==> src/common/aguCmdPkg.sv <==
////////////////////
// micro-op codes and index extension fields
// size is carried to the response only, the stage never decodes it
////////////////////
`default_nettype none

package aguCmdPkg;

	// index widths taken by the two extension modes
	localparam int IxZxW = 32;
	localparam int IxSxW = 33;

	// scale and access size fields
	localparam int ScaleW = 2;
	localparam int SizeW = 2;

	// micro-op, one code left spare
	typedef enum logic [1:0]
	{
		OpLoad  = 2'b00,
		OpStore = 2'b01,
		OpLea   = 2'b10
	} aguOp_t;

	// index extension, 6 bits
	typedef struct packed
	{
		// index shift left by 0..3
		logic [ScaleW-1:0] scale;
		// 1 zero extends low 32 bits
		// 0 sign extends low 33 bits
		logic              zExt;
		// add imm as unsigned displacement
		logic              useDisp;
		// B/W/L/Q, passed through
		logic [SizeW-1:0]  size;
	} aguIxt_t;

endpackage

`default_nettype wire

==> src/common/aguAddrPkg.sv <==
////////////////////
// address widths, bounds descriptor, request and response
// only the low 48 bits of base and index feed the address
////////////////////
`default_nettype none

package aguAddrPkg;

	import aguCmdPkg::*;

	// address and register widths
	localparam int AddrW = 48;
	localparam int RegW = 64;

	// adder segment width
	localparam int SegW = 16;

	// displacement and limit field widths
	localparam int ImmW = 16;
	localparam int LimW = 12;

	// index bits compared in 16-byte units, [31:4]
	localparam int BndLo = 4;
	localparam int BndHi = 32;
	localparam int BndW = BndHi - BndLo;

	// fault log counter
	localparam int FaultCntW = 16;

	// bounds descriptor, 30 bits
	typedef struct packed
	{
		logic            checkEn;
		logic            forceFault;
		// stores to this region fault
		logic            isConst;
		// limits times 16**limShift
		logic [1:0]      limShift;
		// limits times 4 first
		logic            fine;
		logic [LimW-1:0] upLim;
		logic [LimW-1:0] dnLim;
	} aguBound_t;

	typedef struct packed
	{
		logic [RegW-1:0] base;
		logic [RegW-1:0] index;
		logic [ImmW-1:0] imm;
		aguOp_t          op;
		aguIxt_t         ixt;
		// keep top 16 address bits
		logic            wide;
		aguBound_t       bound;
	} aguReq_t;

	typedef struct packed
	{
		logic [AddrW-1:0] addr;
		logic             oob;
		aguOp_t           op;
		logic [SizeW-1:0] size;
	} aguResp_t;

endpackage

`default_nettype wire

==> src/hw/agu/ExAguAdd.sv <==
////////////////////
// combinational, sum wraps modulo 2**48
// top segment reads zero unless wide is set
////////////////////
`timescale 1ns/1ps
`default_nettype none

module ExAguAdd
	import aguAddrPkg::*;
(
	input  wire [AddrW-1:0] base,
	input  wire [AddrW-1:0] index,
	input  wire [ImmW-1:0]  disp,
	input  wire             wide,
	output logic [AddrW-1:0] sum
);

	// low segment plus its two-bit carry
	logic [SegW+1:0] loSum;

	// middle candidates, carry-in 0/1/2
	logic [SegW+1:0] midC0;
	logic [SegW+1:0] midC1;
	logic [SegW+1:0] midC2;
	logic [SegW+1:0] midSel;

	// upper candidates, no carry out kept
	logic [SegW-1:0] hiC0;
	logic [SegW-1:0] hiC1;
	logic [SegW-1:0] hiC2;
	logic [SegW-1:0] hiSel;

	always_comb
	begin
		// three inputs meet only in the low segment
		loSum = {2'b00, base[SegW-1:0]} + {2'b00, index[SegW-1:0]} + {2'b00, disp};

		// carry-in can reach 2 with the displacement
		midC0 = {2'b00, base[2*SegW-1:SegW]} + {2'b00, index[2*SegW-1:SegW]};
		midC1 = {2'b00, base[2*SegW-1:SegW]} + {2'b00, index[2*SegW-1:SegW]} + (SegW+2)'(1);
		midC2 = {2'b00, base[2*SegW-1:SegW]} + {2'b00, index[2*SegW-1:SegW]} + (SegW+2)'(2);

		hiC0 = base[AddrW-1:2*SegW] + index[AddrW-1:2*SegW];
		hiC1 = base[AddrW-1:2*SegW] + index[AddrW-1:2*SegW] + SegW'(1);
		hiC2 = base[AddrW-1:2*SegW] + index[AddrW-1:2*SegW] + SegW'(2);

		// select middle by low carry
		case (loSum[SegW+1:SegW])
			2'd0:    midSel = midC0;
			2'd1:    midSel = midC1;
			default: midSel = midC2;
		endcase

		// select upper by middle carry
		case (midSel[SegW+1:SegW])
			2'd0:    hiSel = hiC0;
			2'd1:    hiSel = hiC1;
			default: hiSel = hiC2;
		endcase

		// narrow mode drops the top segment
		if (!wide)
		begin
			hiSel = '0;
		end

		sum = {hiSel, midSel[SegW-1:0], loSum[SegW-1:0]};
	end

endmodule

`default_nettype wire

==> src/hw/agu/ExAguBound.sv <==
////////////////////
// combinational bounds check on the scaled index
// limits are in 16-byte units, oob is 0 when checkEn is clear
////////////////////
`timescale 1ns/1ps
`default_nettype none

module ExAguBound
	import aguCmdPkg::*;
	import aguAddrPkg::*;
(
	input  wire [AddrW-1:0] index,
	input  wire aguBound_t  bound,
	input  wire aguOp_t     op,
	output logic            oob
);

	// limits before and after scaling
	logic [BndW-1:0] upBase;
	logic [BndW-1:0] dnBase;
	logic [BndW-1:0] upLimit;
	logic [BndW-1:0] dnScaled;
	logic [BndW-1:0] dnLimit;

	// range sum, carry out is the overflow
	logic [LimW:0] limSum;

	// index split for the compares
	logic                   idxNeg;
	logic [AddrW-BndHi-1:0] idxTop;
	logic [BndW-1:0]        idxUnits;

	// individual fault terms
	logic posOob;
	logic negOob;
	logic rangeOvf;
	logic constFault;

	always_comb
	begin
		idxNeg = index[AddrW-1];
		idxTop = index[AddrW-1:BndHi];
		idxUnits = index[BndHi-1:BndLo];

		// fine granularity scales both limits by 4
		if (bound.fine)
		begin
			upBase = {{(BndW-LimW-2){1'b0}}, bound.upLim, 2'b00};
			dnBase = {{(BndW-LimW-2){1'b0}}, bound.dnLim, 2'b00};
		end
		else
		begin
			upBase = {{(BndW-LimW){1'b0}}, bound.upLim};
			dnBase = {{(BndW-LimW){1'b0}}, bound.dnLim};
		end

		// 4 bits of shift per limShift step
		upLimit = upBase << {bound.limShift, 2'b00};
		dnScaled = dnBase << {bound.limShift, 2'b00};

		// negative side compares against one's complement
		dnLimit = ~dnScaled;

		// upper bits must be a pure extension of the sign
		posOob = (idxTop != '0) || (idxUnits >= upLimit);
		negOob = (idxTop != '1) || (idxUnits <= dnLimit);

		// limits that together exceed the 12-bit range
		limSum = {1'b0, bound.upLim} + {1'b0, bound.dnLim};
		rangeOvf = limSum[LimW];

		// write to a constant region
		constFault = bound.isConst && (op == OpStore);

		oob = bound.checkEn &&
			((idxNeg ? negOob : posOob) || rangeOvf || constFault || bound.forceFault);
	end

endmodule

`default_nettype wire

==> src/hw/agu/ExAgu.sv <==
////////////////////
// one cycle deep, a strobe at one edge shows after the next
// no back-pressure, one request may issue every cycle
////////////////////
`timescale 1ns/1ps
`default_nettype none

module ExAgu
	import aguCmdPkg::*;
	import aguAddrPkg::*;
(
	input  wire          clock,
	input  wire          rstN,
	input  wire          reqValid,
	input  wire aguReq_t req,
	output logic         respValid,
	output aguResp_t     resp
);

	// extended and scaled index
	logic [AddrW-1:0] idxExt;
	logic [AddrW-1:0] idxScaled;

	// displacement, zero when unused
	logic [ImmW-1:0] disp;

	// combinational results
	logic [AddrW-1:0] addrSum;
	logic             addrOob;

	always_comb
	begin
		// zero extend 32 bits or sign extend 33 bits
		if (req.ixt.zExt)
		begin
			idxExt = {{(AddrW-IxZxW){1'b0}}, req.index[IxZxW-1:0]};
		end
		else
		begin
			idxExt = {{(AddrW-IxSxW){req.index[IxSxW-1]}}, req.index[IxSxW-1:0]};
		end

		// element scale B/W/L/Q
		idxScaled = idxExt << req.ixt.scale;

		disp = req.ixt.useDisp ? req.imm : '0;
	end

	// base + scaled index + displacement
	ExAguAdd ExAguAdd_i
	(
		.base  (req.base[AddrW-1:0]),
		.index (idxScaled),
		.disp  (disp),
		.wide  (req.wide),
		.sum   (addrSum)
	);

	// bounds check sees the scaled index, not the sum
	ExAguBound ExAguBound_i
	(
		.index (idxScaled),
		.bound (req.bound),
		.op    (req.op),
		.oob   (addrOob)
	);

	// valid strobe
	always_ff @(posedge clock or negedge rstN)
	begin
		if (!rstN)
		begin
			respValid <= 1'b0;
		end
		else
		begin
			respValid <= reqValid;
		end
	end

	// payload, loaded only on an issue
	always_ff @(posedge clock)
	begin
		if (reqValid)
		begin
			resp.addr <= addrSum;
			resp.oob <= addrOob;
			resp.op <= req.op;
			resp.size <= req.ixt.size;
		end
	end

endmodule

`default_nettype wire

==> src/hw/AguFaultLog.sv <==
////////////////////
// count saturates, first address held until faultClr
// a fault in the clear cycle wins, the clear is dropped
////////////////////
`timescale 1ns/1ps
`default_nettype none

module AguFaultLog
	import aguAddrPkg::*;
(
	input  wire                  clock,
	input  wire                  rstN,
	input  wire                  respValid,
	input  wire aguResp_t        resp,
	input  wire                  faultClr,
	output logic [FaultCntW-1:0] faultCount,
	output logic                 faultSeen,
	output logic [AddrW-1:0]     faultAddr
);

	// valid response flagged out of bounds
	logic faultHit;

	assign faultHit = respValid && resp.oob;

	// counter and first-fault flag
	always_ff @(posedge clock or negedge rstN)
	begin
		if (!rstN)
		begin
			faultCount <= '0;
			faultSeen <= 1'b0;
		end
		else if (faultHit)
		begin
			// hold at all ones
			if (faultCount != '1)
			begin
				faultCount <= faultCount + FaultCntW'(1);
			end
			faultSeen <= 1'b1;
		end
		else if (faultClr)
		begin
			faultCount <= '0;
			faultSeen <= 1'b0;
		end
	end

	// capture only while no fault is logged
	always_ff @(posedge clock)
	begin
		if (faultHit && !faultSeen)
		begin
			faultAddr <= resp.addr;
		end
	end

endmodule

`default_nettype wire

==> src/hw/AguStage.sv <==
////////////////////
// address stage top, one cycle request to response
// fault log lags the response by one more cycle
////////////////////
`timescale 1ns/1ps
`default_nettype none

module AguStage
	import aguAddrPkg::*;
(
	input  wire                 clock,
	input  wire                 rstN,
	input  wire                 reqValid,
	input  wire aguReq_t        req,
	input  wire                 faultClr,
	output wire                 respValid,
	output wire aguResp_t       resp,
	output wire [FaultCntW-1:0] faultCount,
	output wire                 faultSeen,
	output wire [AddrW-1:0]     faultAddr
);

	// address, bounds and output register
	ExAgu ExAgu_i
	(
		.clock     (clock),
		.rstN      (rstN),
		.reqValid  (reqValid),
		.req       (req),
		.respValid (respValid),
		.resp      (resp)
	);

	// watches the registered response
	AguFaultLog AguFaultLog_i
	(
		.clock      (clock),
		.rstN       (rstN),
		.respValid  (respValid),
		.resp       (resp),
		.faultClr   (faultClr),
		.faultCount (faultCount),
		.faultSeen  (faultSeen),
		.faultAddr  (faultAddr)
	);

endmodule

`default_nettype wire

==> config.mk <==
export PLATFORM = sky130hd
export DESIGN_NAME = AguStage
export DESIGN_NICKNAME = d
export VERILOG_FILES = /design/src/common/aguCmdPkg.sv /design/src/common/aguAddrPkg.sv /design/src/hw/agu/ExAguAdd.sv /design/src/hw/agu/ExAguBound.sv /design/src/hw/agu/ExAgu.sv /design/src/hw/AguFaultLog.sv /design/src/hw/AguStage.sv
export SDC_FILE = /design/constraint.sdc
export NUM_CORES = 1
export LEC_CHECK = 0
export BUFFER_PORTS_ARGS = -buffer_cell sky130_fd_sc_hd__buf_4
export CELL_PAD_IN_SITES_DETAIL_PLACEMENT = 0
export CELL_PAD_IN_SITES_GLOBAL_PLACEMENT = 2
export CORE_ASPECT_RATIO = 0.8
export CORE_UTILIZATION = 33
export CTS_CLUSTER_SIZE = 8
export DETAILED_ROUTE_END_ITERATION = 10
export PLACE_DENSITY_LB_ADDON = 0.25
export SLEW_MARGIN = 20
export SYNTH_ARGS = -nofsm -noshare
export SYNTH_HDL_FRONTEND = slang
export SYNTH_HIERARCHICAL = 1
export SYNTH_SLANG_ARGS = --single-unit
==> constraint.sdc <==
create_clock -name clock -period 3.5 [get_ports clock]
set_clock_uncertainty 0.15 [all_clocks]
set_input_delay 0.35 -clock clock [delete_from_list [all_inputs] [get_ports clock]]
set_output_delay 0.35 -clock clock [all_outputs]
set_load 0.1 [all_outputs]
# Word-level counts from Yosys, hierarchy flattened

Index checks and enable logic that the tools add are counted.

Mux-type cells: 12
Bitwise operators: 1
Order comparisons: 2
Equality and inequality tests: 6
Reductions and logical operators: 15
Shift-type cells: 3
$add $sub $neg: 10

Operator list:

| kind                                                 | count |
|---|---|
| two-way mux 16 bit                                   | 4 |
| two-way mux 48 bit                                   | 1 |
| << shifter 48 x 2 -> 48 bit                          | 1 |
| one-hot mux 18 bit (2 select lines)                  | 1 |
| adder 16 x 16 -> 17 bit                              | 2 |
| adder 16 x 1 -> 16 bit (second input constant)       | 2 |
| inequality test 16 bit (second input constant)       | 2 |
| one-hot mux 16 bit (2 select lines)                  | 1 |
| >= comparator 28 bit                                 | 1 |
| <= comparator 28 bit                                 | 1 |
| two-way mux 14 bit                                   | 2 |
| NOT 28 bit                                           | 1 |
| << shifter 14 x 4 -> 28 bit                          | 1 |
| << shifter 28 x 4 -> 28 bit                          | 1 |
| adder 17 x 2 -> 18 bit (second input constant)       | 1 |
| adder 18 x 1 -> 18 bit (second input constant)       | 1 |
| adder 18 x 16 -> 18 bit                              | 1 |
| adder 16 bit                                         | 1 |
| adder 16 x 2 -> 16 bit (second input constant)       | 1 |
| nonzero test 16 bit                                  | 1 |
| adder 12 x 12 -> 13 bit                              | 1 |
| equality test 2 x 1 -> 1 bit (second input constant) | 3 |
| logical OR 1 bit                                     | 5 |
| logical AND 1 bit                                    | 4 |
| other kinds (6)                                      | 9 |

Bits in registers: 119
Output and inout port bits: 119
Bits of input ports: 187
Logic and storage cells: 58

# Logic depth before layout (Yosys ltp)

Gate-level depths: netlist (run 1).

Depth after elaboration: 10
Gate-level depth with buffers: 28

# Cells and area by module

The synthesis (run 1) kept the hierarchy.

By module, submodules not included:

| module      | times used | cells each | area each (um^2) |
|---|---|---|---|
| ExAguAdd    | 1          | 593        | 4,260.3 |
| ExAgu       | 1          | 123        | 2,577.5 |
| AguFaultLog | 1          | 152        | 2,442.3 |
| ExAguBound  | 1          | 313        | 2,270.9 |

# Worst setup path before layout (run 1)

No wires, ideal clock.

Path type: input to register
From: input req[35] (netlist bit)
To: register, netlist name ExAgu_i/resp[45]
Arrival: 5,362 ps
Path buffers: 4
Cell stages on the path: 24
Library setup time: 272 ps
Setup slack: -2,283 ps
Required time: 3,078 ps
Cells stage by stage: buf_6 > buf_12 > mux4_2 > ha_1 > a21o_1 > o31a_1 > or2_2 > a2bb2oi_1 > a21o_1 > a21oi_1 > xnor2_1 > ha_1 > a21o_1 > a21oi_1 > o211ai_1 > a21o_1 > and2_1 > clkbuf_1 > and4_1 > buf_2 > o31ai_2 > o21ai_2 > a2111oi_1 > mux2i_1

Longest elaborated chain between the ends: 7

RTL lines:

| element                                                         | line           | source |
|---|---|---|
| from (decl)                                                     | AguStage.sv:14 | `input wire aguReq_t req,` |
| << shifter 48 x 2 -> 48 bit (*)                                 | ExAgu.sv:44    | `idxScaled = idxExt << req.ixt.scale;` |
| named net ExAgu_i.idxScaled[7]                                  | ExAgu.sv:22    | `logic [AddrW-1:0] idxScaled;` |
| adder 16 x 16 -> 17 bit (*)                                     | ExAguAdd.sv:36 | `loSum = {2'b00, base[SegW-1:0]} + {2'b00, index[SegW-1:0]} + {2'b00, disp};` |
| adder 18 x 16 -> 18 bit (*)                                     | ExAguAdd.sv:36 |  |
| equality test 2 x 1 -> 1 bit or zero test 2 bit (tied branches) | ExAguAdd.sv:48 | `case (loSum[SegW+1:SegW])` |
| one-hot mux 18 bit (2 select lines) (*)                         | ExAguAdd.sv:48 |  |
| equality test 2 x 1 -> 1 bit or zero test 2 bit (tied branches) | ExAguAdd.sv:55 | `case (midSel[SegW+1:SegW])` |
| one-hot mux 16 bit (2 select lines) (*)                         | ExAguAdd.sv:55 |  |

Mark *: on every way through the listed nets, which the timed path passes. The rest lies on a longest branch.
A chain may end at the register's enable or synchronous reset.

# Worst setup path in the final report (run 1)

From: input req[36] (netlist bit)
To: register, netlist name ExAgu_i/resp[49]

Longest elaborated chain between the ends: 7

RTL lines:

| element                                                         | line |
|---|---|
| << shifter 48 x 2 -> 48 bit (*)                                 | ExAgu.sv:44 |
| named net ExAgu_i.idxScaled[5]                                  | ExAgu.sv:22 |
| adder 16 x 16 -> 17 bit (*)                                     | ExAguAdd.sv:36 |
| adder 18 x 16 -> 18 bit (*)                                     | ExAguAdd.sv:36 |
| equality test 2 x 1 -> 1 bit or zero test 2 bit (tied branches) | ExAguAdd.sv:48 |
| one-hot mux 18 bit (2 select lines) (*)                         | ExAguAdd.sv:48 |
| equality test 2 x 1 -> 1 bit or zero test 2 bit (tied branches) | ExAguAdd.sv:55 |
| one-hot mux 16 bit (2 select lines) (*)                         | ExAguAdd.sv:55 |

Marks and branches as above.

==> results.toml, run 1 <==
[outcome]
status = "finished, violations left"
violations = "setup timing"

[final_layout]
drive_gt1_share_pct = 44.3
area_growth_pct = 53.4
stdcell_area_um2 = 17700
nets = 2073
layoutNonFillerInstCount = 2229
final_util_pct = 52.1
fillers = 3167

[placement]
placed_area_um2 = 16200
hpwl_um = 30900
gp_congestion = 0.918
portBuffers = 258
placed_cells = 2156
preCtsSetupSlack_ns = -2.05

[setup_path]
crit_type = "primary input to flip-flop"
cp.arrival_ns = 4.91
cp_max_fo = 5
reg2reg_depth = 4
start_kind = "primary input"
cp.required_ns = 3.53
end_kind = "flip-flop"

[floorplanning]
fp.dieW_um = 211
io_pins = 306
fp.dieH_um = 169
rows = 60
core_um2 = 34000
die_area_um2 = 35800
start_util_pct = 34.0

[global_route]
grt_pass1_vias = 11100
grt_max_degree = 55
grt_pass1_wl_um = 58900
grt_use_total_pct = 21.0
grt.overflow.total = 0
antenna_found_initial = 4

[sta]
setup_viol = 36
rsz0062_at_grt = "yes"
final_hold_viol_count = 0
fmax_ghz = 0.205
fin_ws_ns = -1.38
slew_viol_final = 0
worstMarginPinSlew_ns = 0.792
slew_headroom_pct = 47.2
fin_crit_sh_pct = 139
fin_crit_ns = 4.88

[min_path]
hold_path.class = "primary input to asynchronous set/reset pin"

[route]
viasPerCell = 5.09
postRouteWirelength_um = 38300
wire_per_inst_um = 17.2
ant_nets = 0
drt_pass1_iterations = 5
num_vias = 11300
drtIter0Drc = 535
drc = 0

[synthesis]
syn_area_per_cell_um2 = 9.78
synth_edf_count = 101
ys_ff_latch = 119
async_reset_ff_share_pct = 15.1
yosys_warnings = 6
synthCells = 1181
synth_seq_area_share_pct = 30.2
synth_ff_type = "edfxtp_1"
syn_nets = 1504
yosysUniqueCellTypes = 99
netlist_area_um2 = 11600

[power]
vdd_ir_drop_max_mv = 0.367
power.total_mw = 8.76
swShare_pct = 45.9
combPwrFrac_pct = 57.1
p_leak_nw = 7.85
power-per-cell-area_nw_per_um2 = 494
p_sw_mw = 4.02
internal-power_mw = 4.73
pwr-share-clk_pct = 20.3
power.share.sequential_pct = 22.6

[cts]
cts_tree = "done"
cts_root_buf = "clkbuf_16"
clockBufferDepth = 2
htreeDepth = 4
clock-sinks = 119
insertion_delay_ns = 0.44
clk_pin_slew_ns = 0.07
cts_buffers = 17

[job]
drv_cap = 0
final timing paths:
kind / startpoint / endpoint / slack [ns]
setup reg to reg: ExAgu_i/resp[4] / AguFaultLog_i/faultCount[13] / 1.29
setup / recovery: req[36] / ExAgu_i/resp[49] / -1.38
min in group clock: req[39] / ExAgu_i/resp[5] / 0.19
hold / removal: rstN / AguFaultLog_i/faultCount[5] / 0.18
max in group asynchronous: rstN / AguFaultLog_i/faultCount[15] / 2.81
hold reg to reg: ExAgu_i/resp[33] / AguFaultLog_i/faultAddr[28] / 0.30
flip-flops by register name, indices dropped and copies added (netlist names):
name / count
ExAgu_i/resp: 53
AguFaultLog_i/faultSeen: 1
AguFaultLog_i/faultAddr: 48
AguFaultLog_i/faultCount: 16
ExAgu_i/respValid: 1
what timing repair did:
item,CTS,global route
pin swaps,45,69
endpoints found under the hold margin,24,0
hold buffers,6,0
gates cloned,0,1
setup buffers,21,19
resized for setup,72,59
endpoints found under the setup margin,37,39
layout by cell type (no fill, tap or decap), types with 7 or more instances in the layout:
master,Yosys,layout
mux2i_1,39,34
o211ai_1,12,12
o21bai_1,11,11
nor3_1,31,31
o21ai_0,45,39
nand4_1,23,23
a21o_1,34,33
mux4_2,22,22
a21oi_2,2,20
and2_1,28,27
xnor2_1,48,42
nand2_1,88,83
xor2_1,16,16
and3_1,15,14
nor2_1,65,60
ha_1,132,127
dfrtp_1,18,18
nor4_1,12,11
a211oi_1,19,15
or2_2,11,8
nand2b_1,15,14
buf_6,4,23
edfxtp_1,101,101
o21a_1,12,11
clkbuf_16,0,18
a21oi_1,98,79
buf_4,2,563
mux2_2,12,12
inv_1,30,30
a211o_1,8,7
nand3_1,42,35
a31oi_1,14,11
per-layer routing:
metal	track usage (%)	wire length, um	vias up	share of wire (%)
li1	-	-	5755	-
met1	27.7	17800	5348	47
met2	35.0	18300	201	48
met3	4.81	1800	25	4.7
met4	4.60	374	6	0.98
met5	0	49	-	0.13
final cells by class:
type | count | area [um^2] | share of cell area (%)
multi-input cells | 986 | 8330 | 47.0
repair buffers | 595 | 4610 | 26.0
flip-flops and latches | 119 | 3480 | 19.7
clock buffers | 17 | 425 | 2.40
clock inverters | 15 | 174 | 0.981
diodes | 1 | 2.50 | 0.0141
inverters | 31 | 116 | 0.657
well taps | 465 | 582 | 3.28
cell usage after synthesis (23+ instances only):
master | instances | area (um^2)
nand2_1 | 88 | 330
a21oi_1 | 98 | 490
o21ai_0 | 45 | 225
and2_1 | 28 | 175
nand3_1 | 42 | 210
ha_1 | 132 | 1650
xnor2_1 | 48 | 420
mux2i_1 | 39 | 390
nor2_1 | 65 | 244
a21o_1 | 34 | 255
edfxtp_1 | 101 | 3030
inv_1 | 30 | 113
nand4_1 | 23 | 144
nor3_1 | 31 | 155
cells by family (layout without fill, tap and decap cells):
logic type | count (synthesis) | in the layout | share of synthesized area, %
adders and majority gates | 136 | 136 | 15.0
xor gates and xnor gates | 64 | 64 | 4.85
AOI/OAI and AO/OA | 337 | 337 | 20.1
buffers and inverters | 76 | 658 | 3.21
and+or+nand+nor | 371 | 371 | 16.7
DFF | 119 | 119 | 30.2
muxes | 78 | 78 | 9.98
other | 0 | 1 | 0
per-stage QoR:
| stage | hold WS (ns) | setup TNS (ns) |
|---|---|---|
| floorplan | -0.0956 | -51.67 |
| global placement | 0.0931 | -54.80 |
| detailed placement | 0.0924 | -59.63 |
| CTS | 0.166 | -36.14 |
| global route | 0.179 | -45.60 |
| finish | 0.175 | -37.98 |
worst max-delay path, cell delays in order:
cell and delay [ns]:
buf_12 0.11, mux2i_4 0.26, mux2i_1 0.14, ha_1 0.34, a21o_1 0.18, o31a_1 0.33, or2_4 0.25, a2bb2oi_2 0.16
a21o_1 0.19, a21oi_2 0.14, xnor2_1 0.09, ha_1 0.31, buf_6 0.11, nand2_1 0.06, o21ai_2 0.22, a31oi_4 0.07
or4_4 0.45, o31ai_4 0.07, buf_6 0.17, o2111ai_4 0.11, a21o_4 0.29, a2111oi_4 0.39, mux2i_1 0.12
power groups by stage:
stage | clock, mW | combinational [mW] | sequential, mW
4_1_cts | 1.83 | 4.86 | 1.98
3_3_place_gp | 0 | 4.60 | 2.01
3_5_place_dp | 0 | 4.64 | 2.01
6_report | 1.78 | 5.00 | 1.98
2_1_floorplan | 0 | 1.63 | 3.41
5_1_grt | 1.88 | 5.33 | 2.00
Note: power is estimated with default switching activity, not from simulation.
==> run 2, diff against run 1 <==
--- a/config.mk
+++ b/config.mk
@@ -5,11 +5,12 @@
 export SDC_FILE = /design/constraint.sdc
 export NUM_CORES = 1
 export LEC_CHECK = 0
+export ABC_AREA = 1
 export BUFFER_PORTS_ARGS = -buffer_cell sky130_fd_sc_hd__buf_4
 export CELL_PAD_IN_SITES_DETAIL_PLACEMENT = 0
 export CELL_PAD_IN_SITES_GLOBAL_PLACEMENT = 2
 export CORE_ASPECT_RATIO = 0.8
-export CORE_UTILIZATION = 33
+export CORE_UTILIZATION = 30
 export CTS_CLUSTER_SIZE = 8
 export DETAILED_ROUTE_END_ITERATION = 10
 export PLACE_DENSITY_LB_ADDON = 0.25
==> results.toml, run 2 <==
[outcome]
status = "finished, violations left"
violations = "setup timing"

[placement]
placed_area_um2 = 17300
hpwl_um = 37100
gp_congestion = 0.880
portBuffers = 258

[sta]
setup_viol = 32
fin_ws_ns = -0.777
rsz0062_at_grt = "yes"
final_hold_viol_count = 0
fin_crit_sh_pct = 122
worstMarginPinSlew_ns = 0.903
fin_crit_ns = 4.28
fmax_ghz = 0.234
slew_viol_final = 0
slew_headroom_pct = 39.8

[final_layout]
final_cell_mix = "nand2_1 (644), buf_4 (557), inv_1 (198)"
final_common_cell = "nand2_1"
reg.largest.list = "ExAgu_i/resp (53), AguFaultLog_i/faultAddr (48), AguFaultLog_i/faultCount (16)"
stdcell_area_um2 = 18700
fillers = 4201
largest_reg_flops = 53
max_flop_register = "ExAgu_i/resp"
n_antenna_cell = 0
seqCellArea_um2 = 3480
nets = 2731
multi_input_area_um2 = 8630
area_growth_pct = 47.9
drive_gt1_share_pct = 33.7

[route]
num_vias = 13600
drtIter0Drc = 720
postRouteWirelength_um = 43800
drt_pass1_iterations = 5
ant_nets = 0
viasPerCell = 4.57
drc = 0
wire_per_inst_um = 14.8

[synthesis]
async_reset_ff_share_pct = 15.1
yosysMostFrequentCell = "nand2_1"
synthSimpleGateAreaFrac_pct = 36.8
synthCells = 1846
syn_nets = 2169
synth-compound-area-share_pct = 8.19
synth_top_area_share_pct = 24.0
synthMuxAreaShare_pct = 0.714
synthTopCellsByCount = "nand2_1 (679), inv_1 (206), nor2_1 (153)"
yosysTopAreaCell = "edfxtp_1"
netlist_area_um2 = 12600
synth_top_family_by_area = "simple AND/OR/NAND/NOR gates"
ys_ff_latch = 119
synth-adder-area-share_pct = 13.7
yosys_warnings = 6
synth_xor_area_share_pct = 4.29
synth_seq_area_share_pct = 27.6
yosysUniqueCellTypes = 57
synth_area_leaders = "edfxtp_1 (24%), nand2_1 (20%), ha_1 (13%)"
syn_area_per_cell_um2 = 6.83
synth_ff_type = "edfxtp_1"
synth_edf_count = 101

[power]
p_leak_nw = 9.72
power.total_mw = 8.51
vdd_ir_drop_max_mv = 0.293
power-per-cell-area_nw_per_um2 = 456

[job]
drv_cap = 0

[cts]
clk_pin_slew_ns = 0.06
clock-sinks = 119
insertion_delay_ns = 0.41
htreeDepth = 4
cts_tree = "done"
clockBufferDepth = 2
cts_root_buf = "clkbuf_16"
cts_buffers = 17

[setup_path]
critical_path.most_common_cell = "nand2_1"
worstPathBufferInverterCount = 3
cpMaxStageDelayCell = "ha_1"
crit_family = "simple AND/OR/NAND/NOR gates"
end_kind = "flip-flop"
slowest_delay_ns = 0.38
cp_max_fo = 8
start_kind = "primary input"
cp.required_ns = 3.53
cp.arrival_ns = 4.31
crit_type = "primary input to flip-flop"

[floorplanning]
start_util_pct = 30.7
core_um2 = 41000
rows = 66
fp.dieH_um = 185
die_area_um2 = 42900
fp.dieW_um = 231
io_pins = 306

[global_route]
antenna_found_initial = 0
grt_pass1_wl_um = 67900
grt_max_degree = 55
grt_pass1_vias = 12700
grt_use_total_pct = 20.3
grt.overflow.total = 0

[min_path]
hold_path.class = "primary input to flip-flop"
run 2: changes by cell type in the layout (fill, tap and decap cells not counted), sizes merged, moves of 18 or more:
| cell | delta |
|---|---|
| xor2 | +26 |
| nor2 | +106 |
| a21oi | -18 |
| inv | +186 |
| a21o | -31 |
| xnor2 | -29 |
| mux4 | -27 |
| and2 | -26 |
| nand2 | +634 |
| nand3 | +80 |
| a211oi | -20 |
| mux2i | -30 |
run 2: report_power, final:
part	switching [mW]	leakage [nW]	internal (mW)
sequential	0.104	1.21	1.83
combinational	3.10	8.24	1.75
clock	0.676	0.274	1.06
run 2: what timing repair did:
| action | CTS | global route |
|---|---|---|
| buffers inserted | 20 | 10 |
| gates resized for setup | 76 | 48 |
| cloned | 1 | 0 |
| hold buffers | 5 | 0 |
| endpoints found under the hold margin | 22 | 0 |
| pin swaps | 38 | 45 |
| endpoints found under the setup margin | 32 | 37 |
run 2: final timing paths:
check                                 from                            to  slack, ns  cells after the start
setup / recovery                   req[35]              ExAgu_i/resp[46]      -0.78                     35
hold reg to reg            ExAgu_i/resp[6]    AguFaultLog_i/faultAddr[1]       0.30                      0
hold / removal                    faultClr       AguFaultLog_i/faultSeen       0.07                      4
max in group asynchronous             rstN   AguFaultLog_i/faultCount[6]       2.79                      2
min in group asynchronous             rstN   AguFaultLog_i/faultCount[1]       0.21                      2
setup reg to reg           ExAgu_i/resp[4]  AguFaultLog_i/faultCount[15]       1.20                      7
run 2: routing by layer:
layer	part of all wire [%]	routed length, um	GRT usage (%)	vias up
met5	0	0	0	-
met4	0.53	233	3.15	0
met3	3.4	1490	1.66	12
met2	43	19000	32.0	277
met1	53	23100	30.3	6141
li1	-	-	-	7132
run 2: area by class of cell:
type | count | area share (%)
multi-input combinational | 1471 | 46.2
clock buffer | 17 | 2.28
timing repair buffer | 580 | 23.8
clock inverter | 15 | 0.898
inverter | 219 | 4.46
tap | 544 | 3.65
sequential | 119 | 18.7
run 2: stage by stage:
stage | cells | TNS, ns | hold WS (ns) | setup slack, ns | utilization [%]
finish | 2965 | -20.42 | 0.0691 | -0.777 | 45.5
global route | 2965 | -30.56 | 0.0929 | -1.09 | 45.5
CTS | 2955 | -15.43 | 0.0485 | -0.630 | 44.8
detailed placement | 2898 | -35.48 | 0.0933 | -1.28 | 42.1
global placement | 2898 | -31.61 | 0.0932 | -1.14 | 42.1
floorplan | 1846 | -23.04 | -0.0956 | -0.957 | -
run 2: kinds of logic after synthesis:
family | Yosys count
and+or+nand+nor | 1086
adders and majority gates | 136
AOI/OAI and AO/OA | 178
buffers and inverters | 257
xor gates and xnor gates | 61
muxes | 9
DFF | 119
run 2: worst register-to-register path, stage by stage (launching register included):
cell,delay (ns)
edfxtp_1,0.37
nand2_2,0.18
inv_1,0.41
nor2_1,0.16
a21oi_2,0.69
nand2_1,0.10
nand2_1,0.10
inv_1,0.04
